`src/trap_defs.svh`:
```
// ================================================
// widths, CSR addresses and trap constants shared by
// the trap unit; include once per file
// ================================================
`ifndef TRAP_DEFS_SVH
`define TRAP_DEFS_SVH

// data and CSR address widths
`define TRAP_XLEN   64
`define TRAP_CSR_AW 12

// machine CSR addresses
`define TRAP_CSR_MSTATUS 12'h300
`define TRAP_CSR_MTVEC   12'h305
`define TRAP_CSR_MEPC    12'h341
`define TRAP_CSR_MCAUSE  12'h342

// opcode codes from the core decoder
`define TRAP_OP_ECALL 8'h01
`define TRAP_OP_MRET  8'h02

`define TRAP_CAUSE_ECALL 64'd11
`define TRAP_CAUSE_TIMER 64'h8000_0000_0000_0007  // interrupt bit plus 7

// mstatus values written on entry, MPP = machine
`define TRAP_MSTATUS_ECALL 64'h1800
`define TRAP_MSTATUS_TIMER 64'h1880  // also MPIE
`define TRAP_MSTATUS_MPIE_BIT 7
`define TRAP_MSTATUS_MIE_BIT  3

`endif

```
`src/trap_pkg.sv`:
```
// ================================================
// types for the trap unit, referenced by scoped name
// ================================================
`default_nettype none

`include "trap_defs.svh"

package trap_pkg;

  typedef logic [`TRAP_XLEN-1:0]   xword_t;
  typedef logic [`TRAP_CSR_AW-1:0] csr_addr_t;
  typedef logic [7:0]              opcode_t;

  typedef enum logic [2:0] {
    IDLE,
    ENTER_WR_MEPC,
    ENTER_WR_MCAUSE,
    ENTER_RD_MTVEC,
    ENTER_WR_MSTATUS,
    LEAVE_RD_MSTATUS,
    LEAVE_RD_MEPC,
    LEAVE_WR_MSTATUS
  } trap_state_t;

endpackage

`default_nettype wire

```
`src/machine_csr_file.sv`:
```
// ================================================
// mepc, mcause, mtvec and mstatus with a sequencer
// port and a host write port for setup
// ================================================
`default_nettype none

`include "trap_defs.svh"

module machine_csr_file (
  input  wire                       clk,
  input  wire                       rst,
  input  wire trap_pkg::csr_addr_t  i_addr,
  input  wire                       i_ren,
  input  wire                       i_wen,
  input  wire trap_pkg::xword_t     i_wdata,
  input  wire                       i_host_wen,
  input  wire trap_pkg::csr_addr_t  i_host_addr,
  input  wire trap_pkg::xword_t     i_host_wdata,
  output trap_pkg::xword_t          o_rdata
);

  trap_pkg::xword_t mepc;
  trap_pkg::xword_t mcause;
  trap_pkg::xword_t mtvec;
  trap_pkg::xword_t mstatus;

  logic                wr_en;
  trap_pkg::csr_addr_t wr_addr;
  trap_pkg::xword_t    wr_data;
  trap_pkg::xword_t    rd_mux;

  // sequencer owns the write port when both ask
  assign wr_en   = i_wen || i_host_wen;
  assign wr_addr = i_wen ? i_addr : i_host_addr;
  assign wr_data = i_wen ? i_wdata : i_host_wdata;

  always_ff @(posedge clk) begin
    if (rst) begin
      mepc    <= '0;
      mcause  <= '0;
      mtvec   <= '0;
      mstatus <= '0;
    end else if (wr_en) begin
      case (wr_addr)
        `TRAP_CSR_MEPC:    mepc    <= wr_data;
        `TRAP_CSR_MCAUSE:  mcause  <= wr_data;
        `TRAP_CSR_MTVEC:   mtvec   <= wr_data;
        `TRAP_CSR_MSTATUS: mstatus <= wr_data;
        default: ;  // unknown address dropped
      endcase
    end
  end

  always_comb begin
    case (i_addr)
      `TRAP_CSR_MEPC:    rd_mux = mepc;
      `TRAP_CSR_MCAUSE:  rd_mux = mcause;
      `TRAP_CSR_MTVEC:   rd_mux = mtvec;
      `TRAP_CSR_MSTATUS: rd_mux = mstatus;
      default:           rd_mux = '0;
    endcase
  end

  // registered read, data shows the cycle after i_ren
  always_ff @(posedge clk) begin
    if (i_ren) begin
      o_rdata <= rd_mux;
    end
  end

endmodule

`default_nettype wire

```
`src/trap_sequencer.sv`:
```
// ================================================
// trap entry / mret sequencer, walks CSR phases of
// three cycles each then redirects the pc
// ================================================
`default_nettype none

`include "trap_defs.svh"

module trap_sequencer (
  input  wire                       clk,
  input  wire                       rst,
  input  wire                       i_valid,
  input  wire trap_pkg::opcode_t    i_opcode,
  input  wire                       i_timer_irq,
  input  wire trap_pkg::xword_t     i_pc,
  input  wire                       i_ack,
  input  wire trap_pkg::xword_t     i_csr_rdata,
  output trap_pkg::csr_addr_t       o_csr_addr,
  output logic                      o_csr_ren,
  output logic                      o_csr_wen,
  output trap_pkg::xword_t          o_csr_wdata,
  output logic                      o_redirect,
  output trap_pkg::xword_t          o_redirect_pc,
  output logic                      o_done
);

  trap_pkg::trap_state_t state;
  trap_pkg::trap_state_t next_phase;
  logic [1:0]            step;

  logic accept;
  logic take_ecall;
  logic take_entry;
  logic phase_end;
  logic last_phase;

  trap_pkg::xword_t cause;
  trap_pkg::xword_t entry_mstatus;
  trap_pkg::xword_t saved_pc;
  trap_pkg::xword_t rdata_save1;     // mtvec on entry, mstatus on return
  trap_pkg::xword_t rdata_save2;     // mepc on return
  trap_pkg::xword_t return_mstatus;

  assign accept     = (state == trap_pkg::IDLE) && i_valid && !o_done;
  assign take_ecall = (i_opcode == `TRAP_OP_ECALL);
  assign take_entry = take_ecall || i_timer_irq;  // ecall beats timer
  assign phase_end  = (step == 2'd2);
  assign last_phase = phase_end && ((state == trap_pkg::ENTER_WR_MSTATUS) ||
                                    (state == trap_pkg::LEAVE_WR_MSTATUS));

  always_comb begin
    case (state)
      trap_pkg::ENTER_WR_MEPC:    next_phase = trap_pkg::ENTER_WR_MCAUSE;
      trap_pkg::ENTER_WR_MCAUSE:  next_phase = trap_pkg::ENTER_RD_MTVEC;
      trap_pkg::ENTER_RD_MTVEC:   next_phase = trap_pkg::ENTER_WR_MSTATUS;
      trap_pkg::LEAVE_RD_MSTATUS: next_phase = trap_pkg::LEAVE_RD_MEPC;
      trap_pkg::LEAVE_RD_MEPC:    next_phase = trap_pkg::LEAVE_WR_MSTATUS;
      default:                    next_phase = trap_pkg::IDLE;
    endcase
  end

  always_ff @(posedge clk) begin
    if (rst) begin
      state <= trap_pkg::IDLE;
      step  <= 2'd0;
    end else if (state == trap_pkg::IDLE) begin
      step <= 2'd0;
      if (accept) begin
        if (take_entry) begin
          state <= trap_pkg::ENTER_WR_MEPC;
        end else if (i_opcode == `TRAP_OP_MRET) begin
          state <= trap_pkg::LEAVE_RD_MSTATUS;
        end
      end
    end else if (phase_end) begin
      state <= next_phase;
      step  <= 2'd0;
    end else begin
      step <= step + 2'd1;
    end
  end

  // inputs last one cycle, so latch them at the strobe
  always_ff @(posedge clk) begin
    if (accept) begin
      saved_pc <= i_pc;
      if (take_ecall) begin
        cause         <= `TRAP_CAUSE_ECALL;
        entry_mstatus <= `TRAP_MSTATUS_ECALL;
      end else begin
        cause         <= `TRAP_CAUSE_TIMER;
        entry_mstatus <= `TRAP_MSTATUS_TIMER;
      end
    end
  end

  // rdata is valid in step 1 of a read phase
  always_ff @(posedge clk) begin
    if (step == 2'd1) begin
      case (state)
        trap_pkg::ENTER_RD_MTVEC,
        trap_pkg::LEAVE_RD_MSTATUS: rdata_save1 <= i_csr_rdata;
        trap_pkg::LEAVE_RD_MEPC:    rdata_save2 <= i_csr_rdata;
        default: ;
      endcase
    end
  end

  // MPIE set, MIE takes the old MPIE
  always_comb begin
    return_mstatus = '0;
    return_mstatus[`TRAP_MSTATUS_MPIE_BIT] = 1'b1;
    return_mstatus[`TRAP_MSTATUS_MIE_BIT]  = rdata_save1[`TRAP_MSTATUS_MPIE_BIT];
  end

  always_comb begin
    o_csr_addr  = '0;
    o_csr_ren   = 1'b0;
    o_csr_wen   = 1'b0;
    o_csr_wdata = '0;
    if (step == 2'd0) begin  // strobe only in the first cycle of a phase
      case (state)
        trap_pkg::ENTER_WR_MEPC: begin
          o_csr_addr  = `TRAP_CSR_MEPC;
          o_csr_wen   = 1'b1;
          o_csr_wdata = saved_pc;
        end
        trap_pkg::ENTER_WR_MCAUSE: begin
          o_csr_addr  = `TRAP_CSR_MCAUSE;
          o_csr_wen   = 1'b1;
          o_csr_wdata = cause;
        end
        trap_pkg::ENTER_RD_MTVEC: begin
          o_csr_addr = `TRAP_CSR_MTVEC;
          o_csr_ren  = 1'b1;
        end
        trap_pkg::ENTER_WR_MSTATUS: begin
          o_csr_addr  = `TRAP_CSR_MSTATUS;
          o_csr_wen   = 1'b1;
          o_csr_wdata = entry_mstatus;
        end
        trap_pkg::LEAVE_RD_MSTATUS: begin
          o_csr_addr = `TRAP_CSR_MSTATUS;
          o_csr_ren  = 1'b1;
        end
        trap_pkg::LEAVE_RD_MEPC: begin
          o_csr_addr = `TRAP_CSR_MEPC;
          o_csr_ren  = 1'b1;
        end
        trap_pkg::LEAVE_WR_MSTATUS: begin
          o_csr_addr  = `TRAP_CSR_MSTATUS;
          o_csr_wen   = 1'b1;
          o_csr_wdata = return_mstatus;
        end
        default: ;
      endcase
    end
  end

  always_ff @(posedge clk) begin
    if (rst) begin
      o_redirect <= 1'b0;
      o_done     <= 1'b0;
    end else begin
      o_redirect <= last_phase;  // single cycle pulse
      if (last_phase) begin
        o_done <= 1'b1;
      end else if (i_ack) begin
        o_done <= 1'b0;
      end
    end
  end

  always_ff @(posedge clk) begin
    if (last_phase) begin
      o_redirect_pc <= (state == trap_pkg::ENTER_WR_MSTATUS) ? rdata_save1 : rdata_save2;
    end
  end

endmodule

`default_nettype wire

```
`src/trap_unit_top.sv`:
```
// ================================================
// trap unit top: sequencer plus machine CSR file
// ================================================
`default_nettype none

module trap_unit_top (
  input  wire                       clk,
  input  wire                       rst,
  input  wire                       i_valid,
  input  wire trap_pkg::opcode_t    i_opcode,
  input  wire                       i_timer_irq,
  input  wire trap_pkg::xword_t     i_pc,
  input  wire                       i_ack,
  output logic                      o_redirect,
  output trap_pkg::xword_t          o_redirect_pc,
  output logic                      o_done,
  input  wire                       i_host_wen,
  input  wire trap_pkg::csr_addr_t  i_host_addr,
  input  wire trap_pkg::xword_t     i_host_wdata
);

  trap_pkg::csr_addr_t csr_addr;
  logic                csr_ren;
  logic                csr_wen;
  trap_pkg::xword_t    csr_wdata;
  trap_pkg::xword_t    csr_rdata;

  trap_sequencer u_seq (
    .clk           (clk),
    .rst           (rst),
    .i_valid       (i_valid),
    .i_opcode      (i_opcode),
    .i_timer_irq   (i_timer_irq),
    .i_pc          (i_pc),
    .i_ack         (i_ack),
    .i_csr_rdata   (csr_rdata),
    .o_csr_addr    (csr_addr),
    .o_csr_ren     (csr_ren),
    .o_csr_wen     (csr_wen),
    .o_csr_wdata   (csr_wdata),
    .o_redirect    (o_redirect),
    .o_redirect_pc (o_redirect_pc),
    .o_done        (o_done)
  );

  machine_csr_file u_csr (
    .clk          (clk),
    .rst          (rst),
    .i_addr       (csr_addr),
    .i_ren        (csr_ren),
    .i_wen        (csr_wen),
    .i_wdata      (csr_wdata),
    .i_host_wen   (i_host_wen),
    .i_host_addr  (i_host_addr),
    .i_host_wdata (i_host_wdata),
    .o_rdata      (csr_rdata)
  );

endmodule

`default_nettype wire
```
`config.mk`:
```
export PLATFORM = sky130hd
export DESIGN_NAME = trap_unit_top
export DESIGN_NICKNAME = d
export VERILOG_FILES = /design/src/trap_pkg.sv /design/src/machine_csr_file.sv /design/src/trap_sequencer.sv /design/src/trap_unit_top.sv
export VERILOG_INCLUDE_DIRS = /design/src /design/src/src
export SDC_FILE = /design/constraint.sdc
export NUM_CORES = 1
export LEC_CHECK = 0
export BUFFER_PORTS_ARGS = -buffer_cell sky130_fd_sc_hd__buf_2
export CAP_MARGIN = 20
export CORE_ASPECT_RATIO = 1.25
export CORE_UTILIZATION = 55
export DETAILED_ROUTE_END_ITERATION = 6
export GPL_ROUTABILITY_DRIVEN = 1
export MAX_ROUTING_LAYER = met4
export PLACE_DENSITY = 0.86
export SLEW_MARGIN = 20
export SYNTH_ARGS = -nofsm -noshare
export SYNTH_HDL_FRONTEND = slang
export SYNTH_SLANG_ARGS = --single-unit
export TNS_END_PERCENT = 5
```
`constraint.sdc`:
```
create_clock -name clk -period 5.3 [get_ports clk]
set_clock_uncertainty 0.05 [all_clocks]
set_input_delay 1.325 -clock clk [delete_from_list [all_inputs] [get_ports clk]]
set_output_delay 1.325 -clock clk [all_outputs]
set_load 0.05 [all_outputs]
```
# --- Yosys cells after proc, flatten, opt, wreduce, memory -nomap -nowiden ---
# Cells that the tools add are included.
op_classes:
  reduce_logical: 24
  add_sub_neg: 1
  n_mux: 22
  eq_ne: 21
ops:
  columns: ["cell", "n"]
  rows:
  - ["one-hot mux 64 bit (4 select lines)", 2]
  - ["two-way mux 64 bit", 4]
  - ["equality test 12 x 10 -> 1 bit (second input constant)", 8]
  - ["one-hot mux 10 bit (4 select lines)", 1]
  - ["two-way mux 12 bit", 2]
  - ["two-way mux 3 bit", 5]
  - ["one-hot mux 3 bit (5 select lines)", 1]
  - ["equality test 3 bit (second input constant)", 4]
  - ["AND reduction 2 bit", 6]
  - ["OR reduction 3 bit", 3]
  - ["equality test 8 x 1 -> 1 bit (second input constant)", 1]
  - ["equality test 8 x 2 -> 1 bit (second input constant)", 1]
  - ["two-way mux 8 bit", 1]
  - ["equality test 3 x 2 -> 1 bit (second input constant)", 2]
  - ["two-way mux 1 bit", 6]
  - ["nonzero test 2 bit", 2]
  - ["OR reduction 2 bit", 2]
  - ["OR reduction 4 bit", 1]
  - ["equality test 3 x 1 -> 1 bit (second input constant)", 1]
  - ["logical AND 1 bit", 3]
  - ["zero test 3 bit", 1]
  - ["logical OR 1 bit", 3]
  - ["inequality test 3 x 2 -> 1 bit (second input constant)", 1]
  - ["AND reduction 3 bit", 1]
  - ["6 further kinds", 6]
word_totals:
  inputBits: 154
  out_inout_bits: 66
  elab_cells: 83
  regBits: 711

# --- Logic depth before layout (Yosys ltp) ---
# Gate-level depths: netlist of run 1.
depth:
  word_depth: 7
  ltp_mapped: 11
  mapped_depth_nobuf: 7

# --- By module ---
# From an unflattened synthesis of run 1, not the netlist that was laid out.
unflattened:
  cells_unflattened: 1862
  hier_area_um2: 24602.3
modules_own_cells:
  columns: ["mod", "area_each_um2", "seq_area_each_um2", "n_inst", "cells_each"]
  rows:
  - ["machine_csr_file", 14900.5, 7046.8, 1, 1367]
  - ["trap_sequencer", 9701.8, 7887.6, 1, 495]

# --- Worst setup path before layout of run 1 ---
# OpenSTA, ideal clock, no wires.
synth_timing:
  path_kind: "reg-to-reg"
  from: "register u_seq.state[2]"
  to: "register u_seq.rdata_save1[0] (enable)"
  period_less_slack_ns: 4.319
  arrival_time_ns: 3.774
  path_stages_with_launch: 5
  slack_ns: 0.981
  t_required_ns: 4.756
  setup_time_ns: 0.494
  path_buffers: 2
  cell_sequence: "dfxtp_1 > buf_6 > clkbuf_1 > mux2i_1 > nor2b_1"
synth_via:
  elab_chain_cells: 3
  word_cells_on_any_way: 4
  classes_between: "eq/ne: 2; reduce/logical: 2"
synth_rtl:
  columns: ["item", "line_no", "rtl"]
  rows:
  - ["start: declaration", "trap_sequencer.sv:27", "trap_pkg::trap_state_t state;"]
  - ["start signal: assignment", "trap_sequencer.sv:64", "state <= trap_pkg::IDLE;"]
  - ["start signal: assignment", "trap_sequencer.sv:70", "state <= trap_pkg::ENTER_WR_MEPC;"]
  - ["start signal: assignment", "trap_sequencer.sv:72", "state <= trap_pkg::LEAVE_RD_MSTATUS;"]
  - ["equality test 3 x 2 -> 1 bit or equality test 3 bit (tied branches)", "trap_sequencer.sv:100", "case (state)"]
  - ["OR reduction 2 bit (*)", "trap_sequencer.sv:100", null]
  - ["AND reduction 2 bit (no source line) (*)", null, null]
  - ["end signal: assignment", "trap_sequencer.sv:102", "trap_pkg::LEAVE_RD_MSTATUS: rdata_save1 <= i_csr_rdata;"]
  - ["end: declaration", "trap_sequencer.sv:40", "trap_pkg::xword_t rdata_save1;"]
# Every way passes the cells marked *; elsewhere a longest branch is shown, timed or not.
# A chain may end at the register's enable or synchronous reset.

# --- Final worst setup path of run 1 ---
layout_timing:
  from: "register u_seq.step[0]"
  to: "register u_csr.mcause[35]"
layout_via:
  elab_chain_cells: 5
  word_cells_on_any_way: 9
  classes_between: "eq/ne: 1; mux: 5; reduce/logical: 3"
layout_rtl:
  columns: ["item", "line_no", "rtl"]
  rows:
  - ["start: declaration", "trap_sequencer.sv:29", "logic [1:0] step;"]
  - ["start signal: assignment", "trap_sequencer.sv:79", "step <= step + 2'd1;"]
  - ["zero test 2 bit (*)", "trap_sequencer.sv:121", "if (step == 2'd0) begin"]
  - ["two-way mux 12 bit or two-way mux 1 bit (tied branches)", "trap_sequencer.sv:121", null]
  - ["two-way mux 12 bit", "machine_csr_file.sv:34", "assign wr_addr = i_wen ? i_addr : i_host_addr;"]
  - ["equality test 12 x 10 -> 1 bit", "machine_csr_file.sv:44", "case (wr_addr)"]
  - ["AND reduction 2 bit (no source line)", null, null]
  - ["end signal: assignment", "machine_csr_file.sv:46", "`TRAP_CSR_MCAUSE: mcause <= wr_data;"]
  - ["end: declaration", "machine_csr_file.sv:23", "trap_pkg::xword_t mcause;"]
# Marked as above.

==> results of run 1 <==
-- power by group through the flow --
stage               sequential, mW  clock, mW  combinational (mW)
finish                        5.03       3.89               0.863
global route                  5.04       4.12               0.926
floorplan                     5.11          0               0.624
detailed placement            5.12          0               0.850
CTS                           5.02       3.96               0.857
global placement              5.11          0               0.822
-- cell type report --
type | count | area [sq um] | share of cell area
inverters | 9 | 35.0 | 0.00132
clock buffers | 85 | 1710 | 0.0645
well taps | 552 | 691 | 0.0261
repair buffers | 247 | 1380 | 0.0521
multi-input cells | 1052 | 7580 | 0.287
flip-flops and latches | 585 | 14900 | 0.565
clock inverters | 19 | 124 | 0.00468
-- synth_stat cells (all sizes together) (3+ instances only) --
| library cell | instances |
|---|---|
| mux2 | 68 |
| mux2i | 191 |
| a222oi | 64 |
| nor2 | 22 |
| or3 | 5 |
| nand2b | 194 |
| edfxtp | 322 |
| a311o | 4 |
| dfxtp | 263 |
| nand2 | 199 |
| nand3b | 58 |
| nor3 | 7 |
| and3 | 3 |
| a21oi | 14 |
| nor2b | 7 |
| buf | 65 |
| inv | 9 |
| nand3 | 59 |
| a21o | 57 |
| ha | 8 |
| a221oi | 3 |
| o21ai | 60 |
| a22oi | 3 |
| nor4 | 3 |
| or2 | 4 |
| clkbuf | 65 |
-- worst max-delay path, stage by stage (launching register included) --
cell and delay, ns:
dfxtp_1 0.33, inv_1 0.08, ha_1 0.43, inv_1 0.28, a211oi_4 0.30, buf_4 0.68, nor3_1 0.16, o22a_4 0.51
buf_4 0.36, mux2i_1 0.16
-- state kept, by name (all words and copies together), names as in the netlist, 2 cells and up --
register / count
u_csr.mcause: 64
u_csr.mepc: 64
u_csr.mstatus: 64
u_csr.mtvec: 64
u_csr.o_rdata: 64
u_seq.cause: 2
u_seq.o_redirect_pc: 64
u_seq.rdata_save1: 64
u_seq.rdata_save2: 64
u_seq.saved_pc: 64
u_seq.state: 3
u_seq.step: 2
-- cell usage in the layout, fill, tap and decap left out, types with 9 or more instances in the layout --
master	count
a21o_1	57
a21oi_1	12
a222oi_1	64
buf_2	218
buf_4	23
clkbuf_1	15
clkbuf_16	61
clkbuf_8	9
clkinv_2	10
dfxtp_1	263
edfxtp_1	322
mux2_2	66
mux2i_1	191
nand2_1	198
nand2b_1	194
nand3_1	59
nand3b_1	58
nor2_1	19
o21ai_0	59
-- path summary, 6_finish.rpt --
kind / end / startpoint / slack (ns) / depth (start not counted)
min: u_seq.rdata_save1[9]$_DFFE_PP_ / u_csr.o_rdata[9]$_DFFE_PP_ / 0.39 / 0
min reg2reg: u_seq.rdata_save1[9]$_DFFE_PP_ / u_csr.o_rdata[9]$_DFFE_PP_ / 0.39 / 0
max: u_csr.mcause[35]$_SDFFE_PP0P_ / u_seq.step[0]$_SDFF_PP0_ / 1.76 / 9
max reg2reg: u_csr.mcause[35]$_SDFFE_PP0P_ / u_seq.step[0]$_SDFF_PP0_ / 1.76 / 9
-- metrics by stage --
stage          total power, mW  hold slack (ns)  utilization  setup slack (ns)
6_report                  9.78            0.394        0.640              1.76
5_1_grt                   10.1            0.399        0.640              1.54
4_1_cts                   9.84            0.395        0.639              1.81
3_5_place_dp              5.97            0.381        0.594              1.49
3_3_place_gp              5.93            0.372        0.594              1.58
2_1_floorplan             5.73            0.371            -             0.981
-- logic make-up (layout without fill, tap and decap cells) --
logic type / count (synthesis) / count (layout) / synth area share
and+or+nand+nor: 568 / 568 / 0.131
xor gates and xnor gates: 1 / 1 / 0.000377
buffers and inverters: 139 / 360 / 0.0352
AOI/OAI and AO/OA: 216 / 216 / 0.0718
DFF: 585 / 585 / 0.642
adders and majority gates: 8 / 8 / 0.00430
muxes: 259 / 259 / 0.115
-- metal layers --
| layer | wire length, microns | vias up |
|---|---|---|
| met2 | 25500 | 577 |
| li1 | - | 6806 |
| met3 | 3000 | 125 |
| met4 | 1810 | 0 |
| met5 | 0 | - |
| met1 | 19900 | 7195 |
==> flow_metrics.env, run 1 <==
export IMPL_ys_types=57
export IMPL_comb_power_share=0.088
export IMPL_top_usage_layer="met2"
export IMPL_cts_path_max_buffers=3
export IMPL_synth_edf_count=322
export IMPL_cts_buffers=56
export IMPL_syn_num_nets=1938
export IMPL_fin_crit_ns=3.54
export IMPL_dp_cells=2443
export IMPL_p_sw_mw=2.29
export IMPL_seqPwrFrac=0.514
export IMPL_p_clk_frac=0.398
export IMPL_intPower_mw=7.50
export IMPL_crit_fanout=66
export IMPL_htree_levels=2
export IMPL_outcome="finished, final reports clean"
export IMPL_synthFlopType="edfxtp_1"
export IMPL_grt_met1_usage=0.289
export IMPL_postCtsHoldBufs=0
export IMPL_hold_class="reg -> reg"
export IMPL_via_count=14700
export IMPL_wirelength_microns=50200
export IMPL_wl_per_cell_microns=19.7
export IMPL_drc=0
export IMPL_timing_setup_tns_ns=0
export IMPL_fp_dieH_microns=232
export IMPL_dpl_cell_area_sq_mm=0.0246
export IMPL_rsz0062_at_grt="false"
export IMPL_p_per_area_mw_per_mm2=370
export IMPL_grt_max_degree=156
export IMPL_antennaDiodeCount=0
export IMPL_drt_first_iter_violations=1575
export IMPL_overflow=0
export IMPL_ys_ff_latch=585
export IMPL_cts_root_buf="clkbuf_16"
export IMPL_fin_crit_sh=0.667
export IMPL_max_cap_violations=0
export IMPL_drive_above_1_share=0.214
export IMPL_ir_worst_vdd_mv=0.257
export IMPL_antenna_found_initial=0
export IMPL_pin_count=220
export IMPL_grt_pass1_wl_microns=78300
export IMPL_p_sw_frac=0.234
export IMPL_gp_congestion=0.859
export IMPL_post_drt_via_cell_ratio=5.77
export IMPL_dieArea_sq_mm=0.0431
export IMPL_nFillCells=3057
export IMPL_area_delta_synth_final_pct=13.7
export IMPL_relSlewSlack=0.262
export IMPL_grt_pass1_vias=14900
export IMPL_core_sq_mm=0.0413
export IMPL_final_cells=2549
export IMPL_cts_clk_slew_worst_paths_ns=0.06
export IMPL_synthArstFlopShare=0
export IMPL_core_rowCount=83
export IMPL_power_leakage_nw=10.3
export IMPL_cts_resized=0
export IMPL_synth_area_sq_mm=0.0233
export IMPL_synth_area_leaders="edfxtp_1 (42%), dfxtp_1 (23%), mux2i_1 (8.2%), nand2b_1 (5.2%), nand2_1 (3.2%)"
export IMPL_tightest_slew_ns=1.11
export IMPL_dr_pass1_iters=6
export IMPL_fin_nets=2113
export IMPL_ys_seq_area_frac=0.642
export IMPL_start_util=0.563
export IMPL_cp_end_kind="register"
export IMPL_hpwlAfterDp_microns=30200
export IMPL_clock_sinks=585
export IMPL_grt_use_met2=0.408
export IMPL_track_usage=0.240
export IMPL_worstSetupPathType="reg -> reg"
export IMPL_die_x_microns=186
export IMPL_syn_inst=1776
export IMPL_hold_violations=0
export IMPL_clock_latency_ns=0.57
export IMPL_synth_top_area_cell="edfxtp_1"
export IMPL_critPathLaunchType="register"
export IMPL_avgSynthCellArea_sq_um=13.1
export IMPL_ant_nets=0
export IMPL_cts_tree="yes"
export IMPL_final_setup_viol_count=0
export IMPL_required_ns=5.70
export IMPL_synth_top_area_share=0.416
export IMPL_use_met3=0.0267
export IMPL_max_clock_freq_mhz=283
export IMPL_drv_slew=0
export IMPL_cts_setup_buffers=0
export IMPL_cp_arrival_ns=3.93
export IMPL_portBuffers=219
export IMPL_yosysWarnings=0
export IMPL_design_area_sq_mm=0.0264
No activity file was read; power rests on OpenSTA's default activity.
==> run 2: changes to the inputs <==
--- a/config.mk
+++ b/config.mk
@@ -6,14 +6,15 @@
 export SDC_FILE = /design/constraint.sdc
 export NUM_CORES = 1
 export LEC_CHECK = 0
+export ABC_AREA = 1
 export BUFFER_PORTS_ARGS = -buffer_cell sky130_fd_sc_hd__buf_2
 export CAP_MARGIN = 20
 export CORE_ASPECT_RATIO = 1.25
-export CORE_UTILIZATION = 55
+export CORE_UTILIZATION = 54
 export DETAILED_ROUTE_END_ITERATION = 6
 export GPL_ROUTABILITY_DRIVEN = 1
 export MAX_ROUTING_LAYER = met4
-export PLACE_DENSITY = 0.86
+export PLACE_DENSITY = 0.87
 export SLEW_MARGIN = 20
 export SYNTH_ARGS = -nofsm -noshare
 export SYNTH_HDL_FRONTEND = slang
==> constraint.sdc (replaced) <==
create_clock -name clk -period 3.1 [get_ports clk]
set_clock_uncertainty 0.05 [all_clocks]
set_input_delay 0.775 -clock clk [delete_from_list [all_inputs] [get_ports clk]]
set_output_delay 0.775 -clock clk [all_outputs]
set_load 0.05 [all_outputs]
==> run 2 against run 1 <==
  * Utilization shrank 0.89 points
  * Critical path depth grew 3
  * Total power grew 120%
  * Highest routed layer unchanged
  * Global-route usage grew 2.6 points
  * Setup slack lost 1.5 ns
  * Clock-buffer cell count shrank 14
  * Critical endpoint is now u_csr.mstatus[58]$_SDFFE_PP0P_
  * Critical path type unchanged
  * Sequential power grew 81%
  * Sequential share of layout area shrank 2.8 points
  * First-iteration DRC count grew 16%
  * Non-clock buffer count grew 18
  * Synthesized cell count grew 45%
==> flow_metrics.env, run 2 <==
export IMPL_max_clock_freq_mhz=347
export IMPL_drive_above_1_share=0.164
export IMPL_cp_end_kind="register"
export IMPL_overflow=0
export IMPL_cts_path_max_buffers=3
export IMPL_cts_tree="yes"
export IMPL_crit_fanout=141
export IMPL_hold_class="in -> reg"
export IMPL_fin_hold_ws_ns=0.312
export IMPL_layout_common_cells="nand2_1 (614), nor2_1 (403), edfxtp_1 (322), nand3_1 (264), dfxtp_1 (263)"
export IMPL_syn_inst=2580
export IMPL_synth_top_area_cell="edfxtp_1"
export IMPL_slowest_delay_ns=0.50
export IMPL_core_sq_mm=0.0441
export IMPL_ys_seq_area_frac=0.617
export IMPL_via_count=18900
export IMPL_gp_congestion=0.865
export IMPL_synth_edf_count=322
export IMPL_pin_count=220
export IMPL_intPower_mw=14.3
export IMPL_crit_chain="inv_1 -> ha_1 -> o21ai_2 -> nand2_2 -> nand2_2 -> nand2_1 -> clkinv_1 -> nor2_4 -> buf_12 -> nand3_1 -> nand2_1 -> nor2_1"
export IMPL_wirelength_microns=59600
export IMPL_hold_violations=0
export IMPL_fp_dieH_microns=239
export IMPL_fin_ws_ns=0.217
export IMPL_hpwlAfterDp_microns=35800
export IMPL_yosysWarnings=0
export IMPL_syn_num_nets=2742
export IMPL_die_x_microns=191
export IMPL_p_sw_mw=7.52
export IMPL_synth_area_sq_mm=0.0242
export IMPL_clock_latency_ns=0.58
export IMPL_tightest_slew_ns=0.746
export IMPL_p_clk_frac=0.311
export IMPL_final_setup_viol_count=0
export IMPL_timing_critical_path_slowest_stage_cell="buf_12"
export IMPL_fin_crit_sh=0.930
export IMPL_post_drt_via_cell_ratio=5.64
export IMPL_grt_pass1_wl_microns=93100
export IMPL_drt_first_iter_violations=1820
export IMPL_critPathLaunchType="register"
export IMPL_synthArstFlopShare=0
export IMPL_ys_ff_latch=585
export IMPL_avgSynthCellArea_sq_um=9.38
export IMPL_synth_top_area_share=0.400
export IMPL_htree_levels=2
export IMPL_seqPwrFrac=0.418
export IMPL_cp_arrival_ns=3.31
export IMPL_fin_nets=2890
export IMPL_fin_crit_ns=2.88
export IMPL_synthFlopType="edfxtp_1"
export IMPL_relSlewSlack=0.502
export IMPL_grt_pass1_vias=18300
export IMPL_post_place_ws_ns=0.158
export IMPL_start_util=0.548
export IMPL_portBuffers=219
export IMPL_dieArea_sq_mm=0.0457
export IMPL_drc=0
export IMPL_power_total_mw=21.8
export IMPL_comb_power_share=0.270
export IMPL_antenna_found_initial=1
export IMPL_clock_sinks=585
export IMPL_ys_types=31
export IMPL_max_cap_violations=0
export IMPL_drv_slew=0
export IMPL_dr_pass1_iters=6
export IMPL_core_rowCount=86
export IMPL_area_delta_synth_final_pct=15.1
export IMPL_required_ns=3.53
export IMPL_yosysMostFrequentCell="nand2_1"
export IMPL_cts_clk_slew_worst_paths_ns=0.07
export IMPL_outcome="finished, final reports clean"
export IMPL_postCtsHoldBufs=0
export IMPL_synthTopCellsByCount="nand2_1 (615), nor2_1 (410), edfxtp_1 (322)"
export IMPL_ant_nets=0
export IMPL_worstSetupPathType="reg -> reg"
export IMPL_nFillCells=3347
export IMPL_wl_per_cell_microns=17.8
export IMPL_track_usage=0.266
export IMPL_grt_max_degree=142
export IMPL_p_sw_frac=0.345
export IMPL_cts_buffers=53
export IMPL_p_per_area_mw_per_mm2=783
export IMPL_ir_worst_vdd_mv=0.836
export IMPL_power_leakage_nw=10.6
export IMPL_layout_commonest_cell="nand2_1"
export IMPL_synth_area_leaders="edfxtp_1 (40%), dfxtp_1 (22%), nand2_1 (9.5%), nor2_1 (6.4%), nand3_1 (5.5%)"
export IMPL_cts_root_buf="clkbuf_16"
[run 2: worst max-delay path: cells and delay by family, from the launching register on]
family / cells / cell delay, ns
AND/OR/NAND/NOR: 7 / 1.08
buffers and inverters: 3 / 0.78
adder cells (fa/ha/maj): 1 / 0.28
flip-flops: 1 / 0.35
AO/OA/AOI/OAI: 1 / 0.14
[run 2: per-stage QoR]
stage | setup TNS, ns | area [sq um] | util | cells
after floorplan | -197.90 | 24200 | - | 2580
after global placement | 0 | 26000 | 0.589 | 3244
after detailed placement | 0 | 26000 | 0.589 | 3244
after CTS | 0 | 27800 | 0.630 | 3343
after global routing | -0.00356 | 27800 | 0.631 | 3345
final | 0 | 27800 | 0.631 | 3345
[run 2: cells by family after synthesis]
group | after synthesis | share of synthesized area
buf+inv | 338 | 0.0612
mux | 63 | 0.0293
flops | 585 | 0.617
fa+ha+maj | 8 | 0.00414
simple gates | 1314 | 0.221
compound gates | 272 | 0.0670
[run 2: power groups by stage]
stage	sequential [mW]	combinational, mW	clock (mW)
after CTS	9.12	5.76	6.87
after detailed placement	9.28	5.73	0
after global placement	9.25	5.59	0
final	9.12	5.89	6.79
after global routing	9.17	6.30	7.16
after floorplan	9.29	3.79	0
[run 2: layer usage]
layer / track usage / up-vias / routed length (microns)
met5: - / - / 0
met3: 0.0468 / 184 / 5790
li1: - / 8874 / -
met1: 0.323 / 8761 / 22500
met2: 0.429 / 1039 / 28900
met4: 0.129 / 0 / 2320
[run 2: final cells by class]
cell class,instances,area (sq um),share of cell area
inverters,166,628,0.0226
diodes,1,2.50,0.0000899
repair buffers,265,1830,0.0657
flip-flops and latches,585,14900,0.537
well taps,572,716,0.0257
clock inverters,28,312,0.0112
multi-input cells,1657,7890,0.284
clock buffers,71,1520,0.0546
[run 2: final timing paths]
check                              startpoint                              end  slack, ns  depth (start not counted)
setup / recovery  u_seq.state[0]$_SDFFE_PP0P_   u_csr.mstatus[58]$_SDFFE_PP0P_       0.22                         12
hold / removal                       i_pc[38]     u_seq.saved_pc[38]$_DFFE_PP_       0.31                          1
setup reg to reg  u_seq.state[0]$_SDFFE_PP0P_   u_csr.mstatus[58]$_SDFFE_PP0P_       0.22                         12
hold reg to reg   u_csr.o_rdata[53]$_DFFE_PP_  u_seq.rdata_save1[53]$_DFFE_PP_       0.39                          0
[run 2: timing repair]
action | CTS | global route
resized for setup | 0 | 2
setup endpoints to repair | 0 | 172
setup buffers | 0 | 1
